==> src/verilog/cpu_addr_pkg.sv <==
package cpu_addr_pkg;

    localparam int INST_W = 32;

    typedef logic [31:0] addr_t;
    typedef logic [INST_W-1:0] inst_t;

    // boot rom entry and general exception entry
    localparam addr_t RESET_VECTOR = 32'hbfc00000;
    localparam addr_t EXC_VECTOR   = 32'hbfc00380;

    // cp0 cause codes
    localparam logic [4:0] EXCODE_ADEL = 5'h04;

endpackage

==> src/verilog/fetch_bus_pkg.sv <==
package fetch_bus_pkg;

    // one fetched instruction handed to decode
    typedef struct packed {
        logic                 bd;
        logic                 ex;
        logic [4:0]           excode;
        cpu_addr_pkg::inst_t  inst;
        cpu_addr_pkg::addr_t  pc;
    } fetch_bundle_t;

endpackage

==> src/verilog/fetch_mem_if.sv <==
`timescale 1ns/10ps

interface fetch_mem_if;

    logic                req;
    cpu_addr_pkg::addr_t addr;
    logic                addr_ok;
    logic                data_ok;
    cpu_addr_pkg::inst_t rdata;

    // request side, owns req
    modport ctrl (output req, input addr_ok, input data_ok);

    // address generator, addr must hold until accepted
    modport agen (output addr, input req, input addr_ok);

    // return side, pairs addresses with words
    modport data (input addr, input data_ok, input rdata);

endinterface

==> src/verilog/redirect_if.sv <==
`timescale 1ns/10ps

interface redirect_if;

    // from decode
    logic                br_op;
    logic                br_stall;
    logic                br_taken;
    cpu_addr_pkg::addr_t br_target;

    // from writeback
    logic                ex;
    logic                eret;
    cpu_addr_pkg::addr_t epc;

    modport consumer (
        input br_op, input br_stall, input br_taken, input br_target,
        input ex, input eret, input epc
    );

endinterface

==> src/verilog/fetch_ctrl.sv <==
`timescale 1ns/10ps

module fetch_ctrl #(
    parameter int FETCH_DEPTH = 2,
    localparam int CW = $clog2(FETCH_DEPTH + 1)
) (
    input  logic          clk,
    input  logic          reset,
    fetch_mem_if.ctrl     mem,
    redirect_if.consumer  redir,
    output logic          accept,
    output logic          flush,
    output logic [CW-1:0] drop_count,
    output logic          slot_done,
    input  logic [CW-1:0] buf_count,
    input  logic          pop
);

    typedef enum logic [1:0] {
        ST_RUN,
        ST_BR_PEND,
        ST_DS_ISSUED,
        ST_FLUSH
    } state_t;

    state_t        state;
    state_t        state_next;
    logic          req_r;
    logic          req_next;
    logic          pending;
    logic          redirect_ex;
    logic          allow;
    logic [CW-1:0] outstanding;
    logic [CW:0]   occ_now;
    logic [CW:0]   items;

    assign mem.req     = req_r;
    assign accept      = req_r & mem.addr_ok;
    assign pending     = req_r & ~mem.addr_ok;
    assign redirect_ex = redir.ex | redir.eret;
    assign flush       = (state == ST_FLUSH);

    // requests on the bus plus words waiting in the buffer
    assign occ_now = {1'b0, outstanding} + {1'b0, buf_count};
    // items left once this cycle settles, oldest of them is the delay slot
    assign items   = occ_now + accept - pop;

    always_comb begin
        state_next = state;
        slot_done  = 1'b0;
        drop_count = '0;
        case (state)
            ST_RUN: begin
                if (redir.br_op && redir.br_taken) begin
                    if (items == 0) begin
                        state_next = ST_BR_PEND;
                    end else if (pending) begin
                        // request on the bus is past the slot, kill it on accept
                        state_next = ST_DS_ISSUED;
                        drop_count = CW'(items - 1'b1);
                    end else begin
                        slot_done  = 1'b1;
                        drop_count = CW'(items - 1'b1);
                    end
                end
            end
            ST_BR_PEND: begin
                // this accept is the delay slot itself
                if (accept) begin
                    slot_done  = 1'b1;
                    state_next = ST_RUN;
                end
            end
            ST_DS_ISSUED: begin
                if (accept) begin
                    slot_done  = 1'b1;
                    drop_count = CW'(1);
                    state_next = ST_RUN;
                end
            end
            default: begin
                // wait until every owed data_ok is swallowed
                if (!req_r && (outstanding - CW'(mem.data_ok)) == '0) begin
                    state_next = ST_RUN;
                end
            end
        endcase
        if (redirect_ex) begin
            state_next = ST_FLUSH;
            slot_done  = 1'b0;
            drop_count = '0;
        end
    end

    assign allow    = ~redir.br_stall & ~redirect_ex & (state != ST_FLUSH);
    assign req_next = pending | (allow && (occ_now + accept) < FETCH_DEPTH);

    always_ff @(posedge clk) begin
        if (reset) begin
            state       <= ST_RUN;
            req_r       <= 1'b0;
            outstanding <= '0;
        end else begin
            state       <= state_next;
            req_r       <= req_next;
            outstanding <= outstanding + CW'(accept) - CW'(mem.data_ok);
        end
    end

endmodule

==> src/verilog/pc_gen.sv <==
`timescale 1ns/10ps

module pc_gen (
    input  logic          clk,
    input  logic          reset,
    fetch_mem_if.agen     mem,
    redirect_if.consumer  redir,
    input  logic          accept,
    input  logic          slot_done,
    input  logic          flush
);

    cpu_addr_pkg::addr_t pc;
    cpu_addr_pkg::addr_t ex_pc;
    cpu_addr_pkg::addr_t br_tgt_r;
    cpu_addr_pkg::addr_t br_tgt;
    logic                free;

    assign mem.addr = pc;

    // addr may only move while no request waits on the bus
    assign free = ~mem.req | accept;

    // target arrives with the pulse when the slot is already fetched
    assign br_tgt = redir.br_op ? redir.br_target : br_tgt_r;

    always_ff @(posedge clk) begin
        if (reset) begin
            pc <= cpu_addr_pkg::RESET_VECTOR;
        end else if (flush && free) begin
            pc <= ex_pc;
        end else if (slot_done) begin
            pc <= br_tgt;
        end else if (accept) begin
            pc <= pc + 32'd4;
        end
    end

    // pending redirect targets
    always_ff @(posedge clk) begin
        if (redir.ex) begin
            ex_pc <= cpu_addr_pkg::EXC_VECTOR;
        end else if (redir.eret) begin
            ex_pc <= redir.epc;
        end
        if (redir.br_op && redir.br_taken) begin
            br_tgt_r <= redir.br_target;
        end
    end

endmodule

==> src/verilog/inst_buffer.sv <==
`timescale 1ns/10ps

module inst_buffer #(
    parameter int FETCH_DEPTH = 2,
    localparam int CW = $clog2(FETCH_DEPTH + 1),
    localparam int PW = (FETCH_DEPTH > 1) ? $clog2(FETCH_DEPTH) : 1
) (
    input  logic                         clk,
    input  logic                         reset,
    fetch_mem_if.data                    mem,
    input  logic                         accept,
    input  logic                         flush,
    input  logic [CW-1:0]                drop_count,
    redirect_if.consumer                 redir,
    output fetch_bus_pkg::fetch_bundle_t bundle,
    output logic                         valid,
    input  logic                         ds_allowin,
    output logic                         pop,
    output logic [CW-1:0]                buf_count
);

    cpu_addr_pkg::addr_t   pc_q   [FETCH_DEPTH];
    cpu_addr_pkg::inst_t   inst_q [FETCH_DEPTH];
    logic [FETCH_DEPTH-1:0] filled;
    logic [FETCH_DEPTH-1:0] dead;
    logic [PW-1:0]          wr_ptr;
    logic [PW-1:0]          fill_ptr;
    logic [PW-1:0]          rd_ptr;
    logic [PW-1:0]          wr_after;
    logic                   head_fill_now;
    logic                   head_ready;
    logic                   retire;
    logic                   bd_pend;

    function automatic logic [PW-1:0] next_ptr(input logic [PW-1:0] p);
        return (p == PW'(FETCH_DEPTH - 1)) ? '0 : p + 1'b1;
    endfunction

    // bypass when the word lands on an empty head
    assign head_fill_now = mem.data_ok & (fill_ptr == rd_ptr);
    assign head_ready    = filled[rd_ptr] | head_fill_now;
    assign valid         = head_ready & ~dead[rd_ptr] & ~flush;
    assign pop           = valid & ds_allowin;
    // killed entries leave on their own
    assign retire        = head_ready & (dead[rd_ptr] | ds_allowin) & ~flush;
    assign wr_after      = accept ? next_ptr(wr_ptr) : wr_ptr;

    assign bundle.bd     = bd_pend;
    assign bundle.pc     = pc_q[rd_ptr];
    assign bundle.inst   = filled[rd_ptr] ? inst_q[rd_ptr] : mem.rdata;
    assign bundle.ex     = |pc_q[rd_ptr][1:0];
    assign bundle.excode = bundle.ex ? cpu_addr_pkg::EXCODE_ADEL : 5'd0;

    always_ff @(posedge clk) begin : ctrl_seq
        int idx;
        if (reset || flush) begin
            wr_ptr    <= '0;
            fill_ptr  <= '0;
            rd_ptr    <= '0;
            filled    <= '0;
            dead      <= '0;
            buf_count <= '0;
            bd_pend   <= 1'b0;
        end else begin
            if (accept) begin
                dead[wr_ptr] <= 1'b0;
                wr_ptr       <= next_ptr(wr_ptr);
            end
            if (mem.data_ok) begin
                filled[fill_ptr] <= 1'b1;
                fill_ptr         <= next_ptr(fill_ptr);
            end
            if (retire) begin
                filled[rd_ptr] <= 1'b0;
                rd_ptr         <= next_ptr(rd_ptr);
            end
            // kill the youngest entries, counted back from the write pointer
            for (int k = 0; k < FETCH_DEPTH; k++) begin
                idx = (int'(wr_after) + FETCH_DEPTH - 1 - k) % FETCH_DEPTH;
                if (k < int'(drop_count)) begin
                    dead[idx] <= 1'b1;
                end
            end
            buf_count <= buf_count + CW'(mem.data_ok) - CW'(retire);
            if (redir.br_op) begin
                bd_pend <= 1'b1;
            end else if (pop) begin
                bd_pend <= 1'b0;
            end
        end
    end

    always_ff @(posedge clk) begin
        if (accept) begin
            pc_q[wr_ptr] <= mem.addr;
        end
        if (mem.data_ok) begin
            inst_q[fill_ptr] <= mem.rdata;
        end
    end

endmodule

==> src/verilog/fetch_stage.sv <==
`timescale 1ns/10ps

module fetch_stage #(
    parameter int FETCH_DEPTH = 2,
    localparam int CW = $clog2(FETCH_DEPTH + 1)
) (
    input  logic                         clk,
    input  logic                         reset,
    input  logic                         ds_allowin,
    input  logic                         br_op,
    input  logic                         br_stall,
    input  logic                         br_taken,
    input  cpu_addr_pkg::addr_t          br_target,
    input  logic                         ws_ex,
    input  logic                         ws_eret,
    input  cpu_addr_pkg::addr_t          cp0_epc,
    output logic                         inst_req,
    output cpu_addr_pkg::addr_t          inst_addr,
    input  logic                         inst_addr_ok,
    input  logic                         inst_data_ok,
    input  cpu_addr_pkg::inst_t          inst_rdata,
    output logic                         fs_valid,
    output fetch_bus_pkg::fetch_bundle_t fs_bundle
);

    fetch_mem_if mem_bus ();
    redirect_if  redir ();

    logic          accept;
    logic          flush;
    logic          slot_done;
    logic          pop;
    logic [CW-1:0] drop_count;
    logic [CW-1:0] buf_count;

    assign inst_req         = mem_bus.req;
    assign inst_addr        = mem_bus.addr;
    assign mem_bus.addr_ok  = inst_addr_ok;
    assign mem_bus.data_ok  = inst_data_ok;
    assign mem_bus.rdata    = inst_rdata;

    assign redir.br_op      = br_op;
    assign redir.br_stall   = br_stall;
    assign redir.br_taken   = br_taken;
    assign redir.br_target  = br_target;
    assign redir.ex         = ws_ex;
    assign redir.eret       = ws_eret;
    assign redir.epc        = cp0_epc;

    fetch_ctrl #(.FETCH_DEPTH(FETCH_DEPTH)) u_fetch_ctrl (
        .clk(clk), .reset(reset), .mem(mem_bus.ctrl), .redir(redir.consumer),
        .accept(accept), .flush(flush), .drop_count(drop_count),
        .slot_done(slot_done), .buf_count(buf_count), .pop(pop)
    );

    pc_gen u_pc_gen (
        .clk(clk), .reset(reset), .mem(mem_bus.agen), .redir(redir.consumer),
        .accept(accept), .slot_done(slot_done), .flush(flush)
    );

    inst_buffer #(.FETCH_DEPTH(FETCH_DEPTH)) u_inst_buffer (
        .clk(clk), .reset(reset), .mem(mem_bus.data), .accept(accept),
        .flush(flush), .drop_count(drop_count), .redir(redir.consumer),
        .bundle(fs_bundle), .valid(fs_valid), .ds_allowin(ds_allowin),
        .pop(pop), .buf_count(buf_count)
    );

endmodule

==> config.mk <==
export PLATFORM = sky130hd
export DESIGN_NAME = fetch_stage
export DESIGN_NICKNAME = d
export VERILOG_FILES = /design/src/verilog/cpu_addr_pkg.sv /design/src/verilog/fetch_bus_pkg.sv /design/src/verilog/fetch_mem_if.sv /design/src/verilog/redirect_if.sv /design/src/verilog/fetch_ctrl.sv /design/src/verilog/pc_gen.sv /design/src/verilog/inst_buffer.sv /design/src/verilog/fetch_stage.sv
export SDC_FILE = /design/constraint.sdc
export NUM_CORES = 1
export LEC_CHECK = 0
export BUFFER_PORTS_ARGS = -buffer_cell sky130_fd_sc_hd__buf_2
export CORE_UTILIZATION = 62
export CTS_BUF_LIST = sky130_fd_sc_hd__clkbuf_8
export CTS_CLUSTER_SIZE = 20
export DETAILED_ROUTE_END_ITERATION = 8
export PLACE_DENSITY_LB_ADDON = 0.25
export SLEW_MARGIN = 25
export SYNTH_ARGS = -nofsm -noshare
export SYNTH_HDL_FRONTEND = slang
export SYNTH_SLANG_ARGS = --single-unit
export TNS_END_PERCENT = 10
==> constraint.sdc <==
create_clock -name clk -period 6.5 [get_ports clk]
set_clock_uncertainty 0.1 [all_clocks]
set_input_delay 0.65 -clock clk [delete_from_list [all_inputs] [get_ports clk]]
set_output_delay 0.65 -clock clk [all_outputs]
set_load 0.03 [all_outputs]
# Yosys cells after proc, flatten, opt, wreduce, memory -nomap -nowiden
# Memories as Yosys holds them, arrays and structs flattened. A register that Yosys moved wholly into a read port is not among the register bits.
# Index checks and enable logic that the tools add are counted.
totals:
  regBits: 111
  mem_bits_rw: 128
  output_inout_bits: 105
  mem_count: 2
classes:
  addsub: 17
  n_lt_le_gt_ge: 13
  eq_ne: 8
  muxes: 59
  n_bitwise: 30
  reduce_logical: 20
mem_list:
  columns: ["name", "words", "word_bits", "read_ports", "rd_ports_with_merged_regs", "write_ports", "line", "source"]
  rows:
  - ["u_inst_buffer.inst_q", 2, 32, 1, 1, 1, "inst_buffer.sv:23", "cpu_addr_pkg::inst_t inst_q [FETCH_DEPTH];"]
  - ["u_inst_buffer.pc_q", 2, 32, 1, 1, 1, "inst_buffer.sv:22", "cpu_addr_pkg::addr_t pc_q [FETCH_DEPTH];"]
op_table:
  columns: ["op", "count"]
  rows:
  - ["32-bit two-way mux", 5]
  - ["32-bit by 2-bit subtractor with 32-bit output, second input constant", 2]
  - ["2-bit two-way mux", 17]
  - ["32-bit by 3-bit adder with 32-bit output, second input constant", 1]
  - ["32-bit by 2-bit less-than comparator with 1-bit output, second input constant", 1]
  - ["1-bit two-way mux", 28]
  - ["1-bit AND", 12]
  - ["1-bit logical AND", 9]
  - ["2-bit case mux with 2 select lines", 2]
  - ["1-bit by 2-bit less-than comparator with 1-bit output, second input constant", 3]
  - ["2-bit by 3-bit less-than comparator with 1-bit output, second input constant", 2]
  - ["3-bit by 1-bit inequality test with 1-bit output, second input constant", 2]
  - ["1-bit NOT", 6]
  - ["2-bit OR", 3]
  - ["2-bit by 1-bit subtractor with 2-bit output", 3]
  - ["1-bit demux with 1-bit select", 5]
  - ["1-bit OR", 5]
  - ["2-bit by 1-bit adder with 2-bit output", 2]
  - ["3-bit by 1-bit adder with 4-bit output", 1]
  - ["2-bit AND", 2]
  - ["2-bit == test, second input constant", 2]
  - ["2-bit by 1-bit greater-or-equal comparator with 1-bit output, second input constant", 2]
  - ["2-bit logical NOT", 2]
  - ["1-bit by 2-bit less-than comparator with 1-bit output, first input constant", 2]
  - ["22 further kinds", 28]

# Longest topological paths before layout
# Gate-level depths: netlist of run 1.
depth:
  ltp_word: 17
  ltp_mapped: 17
  depth_no_buf: 14

# Modules after synthesis
# From an unflattened synthesis of run 1, not the netlist that was laid out.
hier_totals:
  hier_cells: 881
  area_unflattened_um2: 10775.3
by_module_without_submodules:
  columns: ["module", "n_inst", "cells_each", "area_per_inst_um2"]
  rows:
  - ["inst_buffer", 1, 337, 5479.0]
  - ["pc_gen", 1, 472, 4719.5]
  - ["fetch_ctrl", 1, 72, 576.8]

# Worst setup path after synthesis of run 1
# OpenSTA, ideal clock, no wires.
synth_path:
  path_kind: "register -> register"
  startpoint: "register u_fetch_ctrl.state[0]"
  endpoint: "register u_fetch_ctrl.state[0]"
  setup_ns: 0.075
  arrival_ns: 4.094
  t_required_ns: 6.325
  slack_ns: 2.231
  path_stages_with_launch: 16
  path_cell_list: "dfxtp_1 ha_1 buf_2 clkbuf_1 a211oi_1 and2_1 ha_1 inv_1 ha_1 fa_1 inv_1 ha_1 nand2_1 a311o_1 or4b_1 a31oi_1"
synth_between:
  elab_chain_len: 10
synth_rtl:
  columns: ["item", "line", "source"]
  rows:
  - ["start, declared", "fetch_ctrl.sv:26", "state_t state;"]
  - ["start signal, assigned", "fetch_ctrl.sv:104", "state <= state_next;"]
  - ["2-bit == test (*)", "fetch_ctrl.sv:41", "assign flush = (state == ST_FLUSH);"]
  - ["1-bit NOT (*)", "inst_buffer.sv:42", "assign valid = head_ready & ~dead[rd_ptr] & ~flush;"]
  - ["1-bit AND (*)", "inst_buffer.sv:42", null]
  - ["named net fs_valid", "fetch_stage.sv:22", "output logic fs_valid,"]
  - ["1-bit AND (*)", "inst_buffer.sv:43", "assign pop = valid & ds_allowin;"]
  - ["3-bit by 1-bit subtractor with 3-bit output (*)", "fetch_ctrl.sv:46", "assign items = occ_now + accept - pop;"]
  - ["3-bit logical NOT (*)", "fetch_ctrl.sv:55", "if (items == 0) begin"]
  - ["2-bit two-way mux", "fetch_ctrl.sv:55", null]
  - ["2-bit two-way mux", "fetch_ctrl.sv:54", "if (redir.br_op && redir.br_taken) begin"]
  - ["2-bit case mux with 2 select lines", "fetch_ctrl.sv:52", "case (state)"]
  - ["2-bit two-way mux", "fetch_ctrl.sv:88", "if (redirect_ex) begin"]
# Mark *: on every way through the listed nets, which the timed path passes. The rest lies on a longest branch. The select of a mux whose other input is x is not followed.
# A chain may end at the register's enable or synchronous reset.

# Worst setup path in the final report of run 1
layout_path:
  startpoint: "register u_fetch_ctrl.state[1]"
  endpoint: "register u_pc_gen.pc[11] (netlist: u_pc_gen.mem.addr[11])"
layout_between:
  elab_chain_len: 12
layout_rtl:
  columns: ["item", "line", "source"]
  rows:
  - ["2-bit == test", "fetch_ctrl.sv:41", null]
  - ["1-bit NOT", "inst_buffer.sv:42", null]
  - ["1-bit AND", "inst_buffer.sv:42", null]
  - ["1-bit AND", "inst_buffer.sv:43", null]
  - ["3-bit by 1-bit subtractor with 3-bit output", "fetch_ctrl.sv:46", null]
  - ["3-bit logical NOT", "fetch_ctrl.sv:55", null]
  - ["1-bit two-way mux", "fetch_ctrl.sv:55", null]
  - ["1-bit two-way mux", "fetch_ctrl.sv:54", null]
  - ["1-bit case mux with 2 select lines", "fetch_ctrl.sv:52", null]
  - ["1-bit two-way mux", "fetch_ctrl.sv:88", null]
  - ["32-bit two-way mux", "pc_gen.sv:32", "end else if (slot_done) begin"]
  - ["32-bit two-way mux", "pc_gen.sv:30", "end else if (flush && free) begin"]
  - ["end signal, assigned", "pc_gen.sv:29", "pc <= cpu_addr_pkg::RESET_VECTOR;"]
  - ["end signal, assigned", "pc_gen.sv:31", "pc <= ex_pc;"]
  - ["end signal, assigned", "pc_gen.sv:33", "pc <= br_tgt;"]
  - ["end, declared", "pc_gen.sv:13", "cpu_addr_pkg::addr_t pc;"]
# Several ways; a longest one is shown, not always the timed one.

==> reports/qor.yml, run 1 <==
yosys:
  synth_area_leader_cell: "sky130_fd_sc_hd__edfxtp_1"
  seq_area_frac_synth: 0.5870
  synth_enable_flop_cells: 160
  netlist-cell-type-count: 72
  synthDominantCellAreaShare: 0.4402
  synthesis.area_per_instance_um2: 12.06
  synthMostInstantiatedCell: "sky130_fd_sc_hd__edfxtp_1"
  yosys-top-cells-area: "sky130_fd_sc_hd__edfxtp_1 (44%), sky130_fd_sc_hd__dfxtp_1 (15%), sky130_fd_sc_hd__mux2i_1 (7.6%), sky130_fd_sc_hd__mux2_2 (4.0%), sky130_fd_sc_hd__o21ai_0 (2.6%)"
  ys.flop_type: "sky130_fd_sc_hd__edfxtp_1"
  synth-seq-cells: 240
  syn-cell-area_um2: 10910
  synth-async-reset-ratio: 0
  synthTopCellsByCount: "sky130_fd_sc_hd__edfxtp_1 (160), sky130_fd_sc_hd__mux2i_1 (83), sky130_fd_sc_hd__dfxtp_1 (80), sky130_fd_sc_hd__nand2_1 (69), sky130_fd_sc_hd__o21ai_0 (57)"
  synthCells: 905
  ys_warn_count: 0
clocking:
  post-cts-setup-buffer-count: 0
  ctsResizeCount: 0
  numCtsBuffers: 40
  clock_tree_from_tritoncts: "built"
  clk_pin_slew_worst_paths_ps: 70
  clock_path_buffers: 3
  cts_htree_levels: 2
  clock_sinks: 240
  cts_hold_repair.buffers: 0
  clock-root-buffer: "sky130_fd_sc_hd__clkbuf_8"
  clock_latency_ps: 530
routing:
  wire_length_after_detailed_routing_mm: 25.50
  wl_per_cell_um: 18.84
  detail_route.iter0.violations: 905
  count_of_tritonroute_iterations_in_the_first_routing_pass: 6
  route.antenna.remaining_nets: 0
  routed_via_density: 6.069
  detailroute.via_count: 8218
  post-route-drc-count: 0
floorplanning:
  top_level_ports: 211
  die_width_um: 134.7
  row_count: 48
  die_area_um2: 18140
  initial_util: 0.6332
  die_span_in_y_um: 134.7
  coreArea_um2: 17240
global_route:
  grt_overflow: 0
  initial_antenna_violation_count: 0
  pin_count_of_the_biggest_net_entering_global_routing: 66
  grt_pass1_vias: 7419
  total_routing_resource_utilization_after_global_routing: 0.2802
  grt_pass1_wl_mm: 39.55
job:
  timing.max_cap.violations: 0
setup_path:
  critical_path_buf_inv_count: 2
  worst_setup_path_start_kind: "register"
  cpMostUsedCell: "sky130_fd_sc_hd__ha_1"
  worstSetupEndpointType: "register"
  cp_cell_sequence: "ha_1 > a211oi_1 > and2_1 > ha_1 > inv_1 > ha_1 > fa_1 > inv_1 > ha_1 > a211oi_2 > o31a_2 > o31ai_1 > a221oi_2"
  critical-path-top-delay-family: "adder cells"
  timing.setup.critical_path_class: "reg2reg"
  crit_arrival_ps: 4930
  worst_path_largest_cell_delay_ps: 720
  critical_path_slowest_stage_cell: "sky130_fd_sc_hd__o31a_2"
  crit_fanout: 40
  worst-endpoint-required_ps: 6850
timing:
  setup_ws_ps: 1914
  final_hold_violation_count: 0
  layout_worst_path_cycle_share: 0.7055
  fin_crit_ps: 4586
  totalNegativeSetupSlack_ps: 0
  achievable-frequency_ghz: 0.2181
  finalSetupViolCount: 0
  tightest_slew_ps: 1079
  final_max_slew_viol_count: 0
  grt_setup_unrepaired: "no"
  worst_slew_margin_rel: 0.2761
layout:
  filler_cell_count: 1200
  synthToLayoutAreaGrowth_pct: 16.74
  finalNonFillerCells: 1354
  layout_net_count: 1226
  antenna_cells: 0
  final_layout_size_suffix_gt1_frac: 0.2923
  stdcell_area_um2: 12740
power:
  power.leakage_nw: 5.027
  power_density_nw_per_um2: 286.4
  vdd_ir_max_mv: 0.2124
run_status:
  run_status: "completed"
placed_design:
  port-buffer-count: 206
  dp.cells: 1285
  finalWeightedCongestion: 0.9282
  dp_hpwl_mm: 17.62
  pre_cts_ws_ps: 2055
  dpl-instance-area_um2: 12060
worst_hold_path:
  min-delay-path-class: "in2reg"
## metal layers
layer	global-route usage	wire [um]	vias to the layer above
li1	-	-	3802
met1	0.4113	11410	3845
met2	0.4092	11020	512
met3	0.06006	2363	59
met4	0.1061	705	0
met5	0	0	-
## worst paths after layout
kind                                             from                     to  slack [ps]  cells after the start
worst max-delay path            u_fetch_ctrl.state[1]  u_pc_gen.mem.addr[11]        1910                     13
worst min-delay path                    br_target[12]  u_pc_gen.br_tgt_r[12]         220                      1
worst max register to register  u_fetch_ctrl.state[1]  u_pc_gen.mem.addr[11]        1910                     13
worst min register to register      u_pc_gen.ex_pc[0]   u_pc_gen.mem.addr[0]         360                      2
## state kept, by name, summed over array words and instances, names as in the netlist, named ones only
signal and count:
u_inst_buffer.pc_q 64, u_pc_gen.mem.addr 32, u_inst_buffer.inst_q 64, u_inst_buffer.wr_ptr 1, u_fetch_ctrl.outstanding 2, u_inst_buffer.fill_ptr 1, u_inst_buffer.buf_count 2, u_pc_gen.ex_pc 32
u_inst_buffer.rd_ptr 1, u_inst_buffer.filled 2, u_fetch_ctrl.mem.req 1, u_inst_buffer.dead 2, u_pc_gen.br_tgt_r 32, u_inst_buffer.bd_pend 1, u_fetch_ctrl.state 2
## metrics by stage
stage / hold slack (ps) / util / total power [mW]
CTS: 201.3 / 0.7392 / 3.662
finish: 216.9 / 0.7392 / 3.649
detailed placement: 360.4 / 0.6994 / 2.516
floorplan: 331.3 / - / 2.307
global placement: 346.1 / 0.6994 / 2.495
global route: 201.3 / 0.7392 / 3.798
## layout by cell type, fill, tap and decap left out, types with 16 or more instances in the layout
cell	count
sky130_fd_sc_hd__nand3_1	30
sky130_fd_sc_hd__ha_1	16
sky130_fd_sc_hd__o211ai_1	16
sky130_fd_sc_hd__mux2_2	39
sky130_fd_sc_hd__buf_2	206
sky130_fd_sc_hd__o21ai_0	57
sky130_fd_sc_hd__a31oi_1	24
sky130_fd_sc_hd__clkbuf_8	41
sky130_fd_sc_hd__mux2i_1	82
sky130_fd_sc_hd__nor2_1	42
sky130_fd_sc_hd__nand2_1	69
sky130_fd_sc_hd__inv_1	46
sky130_fd_sc_hd__dfxtp_1	79
sky130_fd_sc_hd__edfxtp_1	160
## power breakdown
group	internal (mW)	switching, mW
clock	0.586	0.571
sequential	1.72	0.0960
combinational	0.240	0.432
total	2.55	1.10
## cell families after synthesis
logic type / share of synthesized area
compound gates: 0.1187
mux: 0.1164
fa+ha+maj: 0.02201
other cells: 0.0003436
buf+inv: 0.03691
simple gates: 0.1020
flops: 0.5870
xor+xnor: 0.01674
## final cells by class
cell class,count,area (um2),area share
Inverter,32,120.1,0.009427
Multi-Input combinational cell,573,4145,0.3253
Clock buffer,41,564.3,0.04429
Timing Repair Buffer,215,1099,0.08622
Clock inverter,28,121.4,0.009526
Sequential cell,240,6410,0.5031
Tap cell,225,281.5,0.02210
Note: power is estimated with default switching activity, not from simulation.
==> inputs of run 2 (changes only) <==
--- a/config.mk
+++ b/config.mk
@@ -5,8 +5,9 @@
 export SDC_FILE = /design/constraint.sdc
 export NUM_CORES = 1
 export LEC_CHECK = 0
+export ABC_AREA = 1
 export BUFFER_PORTS_ARGS = -buffer_cell sky130_fd_sc_hd__buf_2
-export CORE_UTILIZATION = 62
+export CORE_UTILIZATION = 58
 export CTS_BUF_LIST = sky130_fd_sc_hd__clkbuf_8
 export CTS_CLUSTER_SIZE = 20
 export DETAILED_ROUTE_END_ITERATION = 8
==> constraint.sdc (replaced) <==
create_clock -name clk -period 4.4 [get_ports clk]
set_clock_uncertainty 0.1 [all_clocks]
set_input_delay 0.44 -clock clk [delete_from_list [all_inputs] [get_ports clk]]
set_output_delay 0.44 -clock clk [all_outputs]
set_load 0.03 [all_outputs]
==> run 2 against run 1 <==
  * First-iteration DRC count decreased by 5.2%
  * Sequential share of layout area decreased by 2.6 points
  * Fmax increased by 20%
==> reports/qor.yml, run 2 <==
floorplanning:
  die_width_um: 140.1
  initial_util: 0.5911
  top_level_ports: 211
  die_area_um2: 19620
  die_span_in_y_um: 140.1
  coreArea_um2: 18710
  row_count: 50
setup_path:
  critical_path_slowest_stage_cell: "sky130_fd_sc_hd__fa_1"
  worst_path_largest_cell_delay_ps: 490
  cp_cell_sequence: "ha_1 > inv_2 > nand3_1 > nor2_1 > nand2_1 > inv_1 > ha_1 > inv_1 > ha_1 > fa_1 > inv_1 > ha_1 > nand3_1 > nand3_2 > nand2_2 > nand2_4 > nand3_2 > buf_12 > inv_2 > nand2_1 > nand2_1 > inv_1 > nand2_1"
  worst_setup_path_start_kind: "register"
  crit_fanout: 47
  timing.setup.critical_path_class: "reg2reg"
  worst-endpoint-required_ps: 4740
  worstSetupEndpointType: "register"
  crit_arrival_ps: 4160
layout:
  final_layout_size_suffix_gt1_frac: 0.1917
  stdcell_area_um2: 13430
  mostFrequentLayoutCells: "sky130_fd_sc_hd__nand2_1 (433), sky130_fd_sc_hd__buf_2 (206), sky130_fd_sc_hd__edfxtp_1 (160)"
  antenna_cells: 0
  layout_net_count: 1633
  most_frequent_standard_cell_in_the_layout_excluding_fill_and_tap_cells: "sky130_fd_sc_hd__nand2_1"
  leading_registers_by_flop_count: "u_inst_buffer.inst_q x64, u_inst_buffer.pc_q x64"
  synthToLayoutAreaGrowth_pct: 21.48
timing:
  final_hold_violation_count: 0
  tightest_slew_ps: 902.3
  worst_slew_margin_rel: 0.3978
  finalSetupViolCount: 0
  fin_crit_ps: 3822
  layout_worst_path_cycle_share: 0.8686
  final_max_slew_viol_count: 0
  grt_setup_unrepaired: "no"
  hold_slack_ps: 14.72
  achievable-frequency_ghz: 0.2617
  setup_ws_ps: 578.3
  totalNegativeSetupSlack_ps: 0
yosys:
  ys_warn_count: 0
  synth_area_leader_cell: "sky130_fd_sc_hd__edfxtp_1"
  ys.flop_type: "sky130_fd_sc_hd__edfxtp_1"
  synthCells: 1260
  synth-async-reset-ratio: 0
  synth_enable_flop_cells: 160
  synth-seq-cells: 240
  netlist-cell-type-count: 35
  synthDominantCellAreaShare: 0.4345
  yosys-top-cells-area: "sky130_fd_sc_hd__edfxtp_1 (43%), sky130_fd_sc_hd__nand2_1 (15%), sky130_fd_sc_hd__dfxtp_1 (14%), sky130_fd_sc_hd__inv_1 (3.6%), sky130_fd_sc_hd__nor2_1 (3.3%)"
  synthesis.area_per_instance_um2: 8.775
  synthTopCellsByCount: "sky130_fd_sc_hd__nand2_1 (434), sky130_fd_sc_hd__edfxtp_1 (160), sky130_fd_sc_hd__inv_1 (105), sky130_fd_sc_hd__nor2_1 (97), sky130_fd_sc_hd__dfxtp_1 (80)"
  syn-cell-area_um2: 11060
  seq_area_frac_synth: 0.5794
  synthMostInstantiatedCell: "sky130_fd_sc_hd__nand2_1"
power:
  power.total_mw: 5.552
  power.leakage_nw: 6.053
  power_density_nw_per_um2: 413.4
  vdd_ir_max_mv: 0.2924
placed_design:
  dp_hpwl_mm: 19.12
  finalWeightedCongestion: 0.9562
  dpl-instance-area_um2: 12200
  pre_cts_ws_ps: 382.3
  port-buffer-count: 206
global_route:
  grt_pass1_vias: 8569
  initial_antenna_violation_count: 0
  grt_pass1_wl_mm: 44.13
  grt_overflow: 0
  total_routing_resource_utilization_after_global_routing: 0.2866
  pin_count_of_the_biggest_net_entering_global_routing: 65
clocking:
  clock_latency_ps: 540
  numCtsBuffers: 39
  cts_htree_levels: 2
  clk_pin_slew_worst_paths_ps: 60
  clock_path_buffers: 3
  clock_tree_from_tritoncts: "built"
  clock_sinks: 240
  clock-root-buffer: "sky130_fd_sc_hd__clkbuf_8"
  post-cts-setup-buffer-count: 0
job:
  timing.max_cap.violations: 0
routing:
  post-route-drc-count: 0
  detail_route.iter0.violations: 858
  route.antenna.remaining_nets: 0
  count_of_tritonroute_iterations_in_the_first_routing_pass: 5
  wire_length_after_detailed_routing_mm: 28.41
  routed_via_density: 5.306
  wl_per_cell_um: 16.02
  detailroute.via_count: 9408
run_status:
  run_status: "completed"
worst_hold_path:
  min-delay-path-class: "in2reg"
==> run 2: cell count changes in the layout (fill, tap and decap cells not counted), sizes merged, moves of 10 or more <==
| cell | delta |
|---|---|
| nor2b | -15 |
| a31oi | +12 |
| mux2i | -78 |
| dlygate4sd3 | +51 |
| o21ai | +16 |
| inv | +80 |
| a21oi | +37 |
| a221oi | -10 |
| a211o | -14 |
| mux2 | -39 |
| nor2 | +56 |
| o211ai | -16 |
| nand3 | +32 |
| nand2 | +370 |
==> run 2: area by class of cell <==
cell class	count	area (um2)
sequential	240	6407
fill	1439	5274
multi-input combinational	845	3936
timing repair buffer	268	1637
clock buffer	41	564.3
inverter	115	437.9
tap	234	292.8
clock inverter	30	156.4
==> run 2: power by group <==
| group | total, mW | switching, mW | internal (mW) |
|---|---|---|---|
| clock network | 1.79 | 0.863 | 0.925 |
| logic | 1.10 | 0.751 | 0.351 |
| registers | 2.66 | 0.114 | 2.55 |
==> run 2: per-layer routing <==
| metal | share of wire | wire (um) | global-route usage |
|---|---|---|---|
| met3 | 0.078 | 2222 | 0.04957 |
| met4 | 0.020 | 564 | 0.08097 |
| met1 | 0.44 | 12630 | 0.4044 |
| met5 | 0 | 0 | 0 |
| met2 | 0.46 | 13000 | 0.4579 |
==> run 2: worst paths after layout <==
check	start	endpoint	slack, ps	cells after the start
setup / recovery	u_fetch_ctrl.state[1]	u_pc_gen.mem.addr[26]	580	23
hold / removal	cp0_epc[27]	u_pc_gen.ex_pc[27]	10	3
setup reg to reg	u_fetch_ctrl.state[1]	u_pc_gen.mem.addr[26]	580	23
hold reg to reg	u_pc_gen.ex_pc[31]	u_pc_gen.ex_pc[31]	360	2
==> run 2: kinds of logic (layout without fill, tap and decap cells) <==
logic type               after synthesis  count (layout)  share of synthesized area
AO/OA/AOI/OAI                        169             169                    0.08136
XOR/XNOR                              18              18                    0.01426
flip-flops                           240             240                     0.5794
AND/OR/NAND/NOR                      631             631                     0.2321
other                                  1               4                  0.0003392
buffers and inverters                178             454                    0.06631
multiplexers                           5               5                   0.004527
adder cells (fa/ha/maj)               18              18                    0.02173
==> run 2: through the flow <==
step / utilization / cells
after floorplan: - / 1263
after global placement: 0.6518 / 1651
after detailed placement: 0.6520 / 1651
after CTS: 0.7178 / 1773
after global routing: 0.7181 / 1773
final: 0.7181 / 1773
==> run 2: critical path: cells and delay by family, from the launching register on <==
| kind | cells | cell delay [ps] |
|---|---|---|
| adder cells (fa/ha/maj) | 5 | 1480 |
| buffers and inverters | 7 | 710 |
| flip-flops | 1 | 360 |
| AND/OR/NAND/NOR | 11 | 1100 |
==> run 2: what timing repair did <==
item | in CTS | in global routing
hold endpoints to repair | 69 | 0
gates resized for setup | 0 | 0
hold buffers | 51 | 0
==> inputs of run 3 (changes only) <==
--- a/config.mk
+++ b/config.mk
@@ -7,6 +7,7 @@
 export LEC_CHECK = 0
 export ABC_AREA = 1
 export BUFFER_PORTS_ARGS = -buffer_cell sky130_fd_sc_hd__buf_2
+export CORE_ASPECT_RATIO = 0.8
 export CORE_UTILIZATION = 58
 export CTS_BUF_LIST = sky130_fd_sc_hd__clkbuf_8
 export CTS_CLUSTER_SIZE = 20
==> run 3 against run 2 <==
  * First-iteration DRC count increased by 1.9%
  * Global-route usage fell by 0.48 points
  * Fmax is 2.9% higher
  * Critical path depth decreased by 2
==> reports/qor.yml, run 3 (synthesis results as in run 2) <==
timing:
  totalNegativeSetupSlack_ps: 0
  achievable-frequency_ghz: 0.2693
  grt_setup_unrepaired: "no"
  final_hold_violation_count: 0
  layout_worst_path_cycle_share: 0.8440
  final_max_slew_viol_count: 0
  fin_crit_ps: 3714
  finalSetupViolCount: 0
  worst_slew_margin_rel: 0.3539
  tightest_slew_ps: 969.1
global_route:
  grt_overflow: 0
  globalRouteMet3Util: 0.05823
  globalRoute.busiestLayer: "met2"
  grt_pass1_vias: 8351
  groute.layer.met1.usage: 0.4099
  pin_count_of_the_biggest_net_entering_global_routing: 65
  grtUsageMet2: 0.4244
  total_routing_resource_utilization_after_global_routing: 0.2818
  grt_pass1_wl_mm: 42.97
  initial_antenna_violation_count: 1
clocking:
  clock_sinks: 240
  clock_tree_from_tritoncts: "built"
  post-cts-setup-buffer-count: 0
  clock_path_buffers: 3
  clk_pin_slew_worst_paths_ps: 60
  numCtsBuffers: 37
  clock-root-buffer: "sky130_fd_sc_hd__clkbuf_8"
  clock_latency_ps: 520
  ctsResizeCount: 0
  cts_htree_levels: 2
  cts_hold_repair.buffers: 1
routing:
  post-route-drc-count: 0
  wl_per_cell_um: 15.90
  routed_via_density: 5.339
  wire_length_after_detailed_routing_mm: 27.66
  count_of_tritonroute_iterations_in_the_first_routing_pass: 7
  detailroute.via_count: 9285
  route.antenna.remaining_nets: 0
  detail_route.iter0.violations: 874
floorplanning:
  coreArea_um2: 18390
  row_count: 44
  die_span_in_y_um: 125.5
  initial_util: 0.6013
  die_width_um: 156.4
  die_area_um2: 19620
  top_level_ports: 211
setup_path:
  timing.rr.end: "u_pc_gen.mem.addr[14]"
  crit_fanout: 35
  worst_r2r_path_depth: 21
  worst_setup_path_start_kind: "register"
  crit_arrival_ps: 4030
  worst-endpoint-required_ps: 4710
  timing.setup.critical_path_class: "reg2reg"
  ff2ff_setup_slack_ps: 690
  worstSetupEndpointType: "register"
  r2r-start: "u_fetch_ctrl.state[1]"
layout:
  filler_cell_count: 1495
  leading_registers_by_flop_count: "u_inst_buffer.inst_q x64, u_inst_buffer.pc_q x64"
  mostFrequentLayoutCells: "sky130_fd_sc_hd__nand2_1 (433), sky130_fd_sc_hd__buf_2 (206), sky130_fd_sc_hd__edfxtp_1 (160)"
  final_layout_size_suffix_gt1_frac: 0.1933
  utilization: 0.7012
  layout_net_count: 1583
  stdcell_area_um2: 12890
  most_frequent_standard_cell_in_the_layout_excluding_fill_and_tap_cells: "sky130_fd_sc_hd__nand2_1"
  synthToLayoutAreaGrowth_pct: 16.61
  sequential_cell_area_um2: 6407
  footprint_of_the_multi_input_gates_um2: 3936
placed_design:
  dpl-instance-area_um2: 12230
  finalWeightedCongestion: 0.9581
  dp_hpwl_mm: 19.53
  port-buffer-count: 206
power:
  vdd_ir_max_mv: 0.2718
  power.leakage_nw: 5.842
  power_density_nw_per_um2: 417.4
worst_hold_path:
  min-delay-path-class: "in2reg"
  min_path_cells: 1
  min-delay-start: "br_target[23]"
  hold_end: "u_pc_gen.br_tgt_r[23]"
run_status:
  run_status: "completed"
job:
  timing.max_cap.violations: 0
[run 3: cell count changes in the layout (fill, tap and decap cells not counted), sizes merged]
cell | before | now
clkinvlp | 4 | 1
dlygate4sd3 | 51 | 1
bufinv | 1 | 0
inv | 128 | 135
diode | 0 | 1
clkinv | 12 | 4
buf | 217 | 219
clkbuf | 41 | 40
[run 3: metrics by stage]
step                      hold slack (ps)  instances  worst slack [ps]  power, mW
final                               11.59       1739             686.2      5.382
after detailed placement            356.4       1672             474.1      3.773
after floorplan                     323.6       1263             99.83      3.426
after global placement              343.8       1672             613.4      3.745
after global routing                4.758       1739             433.0      5.631
after CTS                          0.2838       1738             723.4      5.396
[run 3: worst max-delay path: stages (launching register included)]
cell and delay, ps:
sky130_fd_sc_hd__dfxtp_1 360, sky130_fd_sc_hd__ha_1 330, sky130_fd_sc_hd__inv_2 100, sky130_fd_sc_hd__nand3_1 110, sky130_fd_sc_hd__nor2_1 60, sky130_fd_sc_hd__nand2_1 90, sky130_fd_sc_hd__inv_1 40, sky130_fd_sc_hd__ha_1 260
sky130_fd_sc_hd__inv_1 40, sky130_fd_sc_hd__ha_1 190, sky130_fd_sc_hd__fa_1 490, sky130_fd_sc_hd__inv_1 40, sky130_fd_sc_hd__ha_1 190, sky130_fd_sc_hd__nand3_1 140, sky130_fd_sc_hd__nand3_2 90, sky130_fd_sc_hd__nand2_2 120
sky130_fd_sc_hd__nand2_4 60, sky130_fd_sc_hd__nand3_2 250, sky130_fd_sc_hd__buf_12 230, sky130_fd_sc_hd__o21ai_0 110, sky130_fd_sc_hd__nor2_1 140, sky130_fd_sc_hd__nor2_1 50
[run 3: cell type report]
class                      count  area share
antenna                        1   0.0001941
clock buffer                  40     0.04270
clock inverter                25    0.007278
inverter                     115     0.03377
multi-input combinational    845      0.3053
sequential                   240      0.4969
tap                          253     0.02455
timing repair buffer         220     0.08928
[run 3: routing by layer]
| metal | vias up | part of all wire |
|---|---|---|
| met5 | - | 0 |
| met4 | 0 | 0.020 |
| met3 | 39 | 0.095 |
| met2 | 443 | 0.43 |
| met1 | 4268 | 0.45 |
| li1 | 4535 | - |
[run 3: worst max-delay path by stage]
| stage | endpoint | from | depth (start not counted) | slack, ps |
|---|---|---|---|---|
| floorplan | u_pc_gen.mem.addr[28] | inst_data_ok | 24 | 100 |
| global placement | u_pc_gen.mem.addr[31] | inst_data_ok | 26 | 610 |
| detailed placement | u_pc_gen.mem.addr[31] | inst_data_ok | 26 | 470 |
| CTS | u_pc_gen.mem.addr[14] | u_fetch_ctrl.state[1] | 21 | 720 |
| global route | u_pc_gen.mem.addr[31] | u_inst_buffer.fill_ptr | 24 | 430 |
| finish | u_pc_gen.mem.addr[14] | u_fetch_ctrl.state[1] | 21 | 690 |
[run 3: power by group]
part / internal [mW] / switching [mW]
registers: 2.55 / 0.118
logic: 0.325 / 0.750
clock network: 0.831 / 0.811
total: 3.70 / 1.68
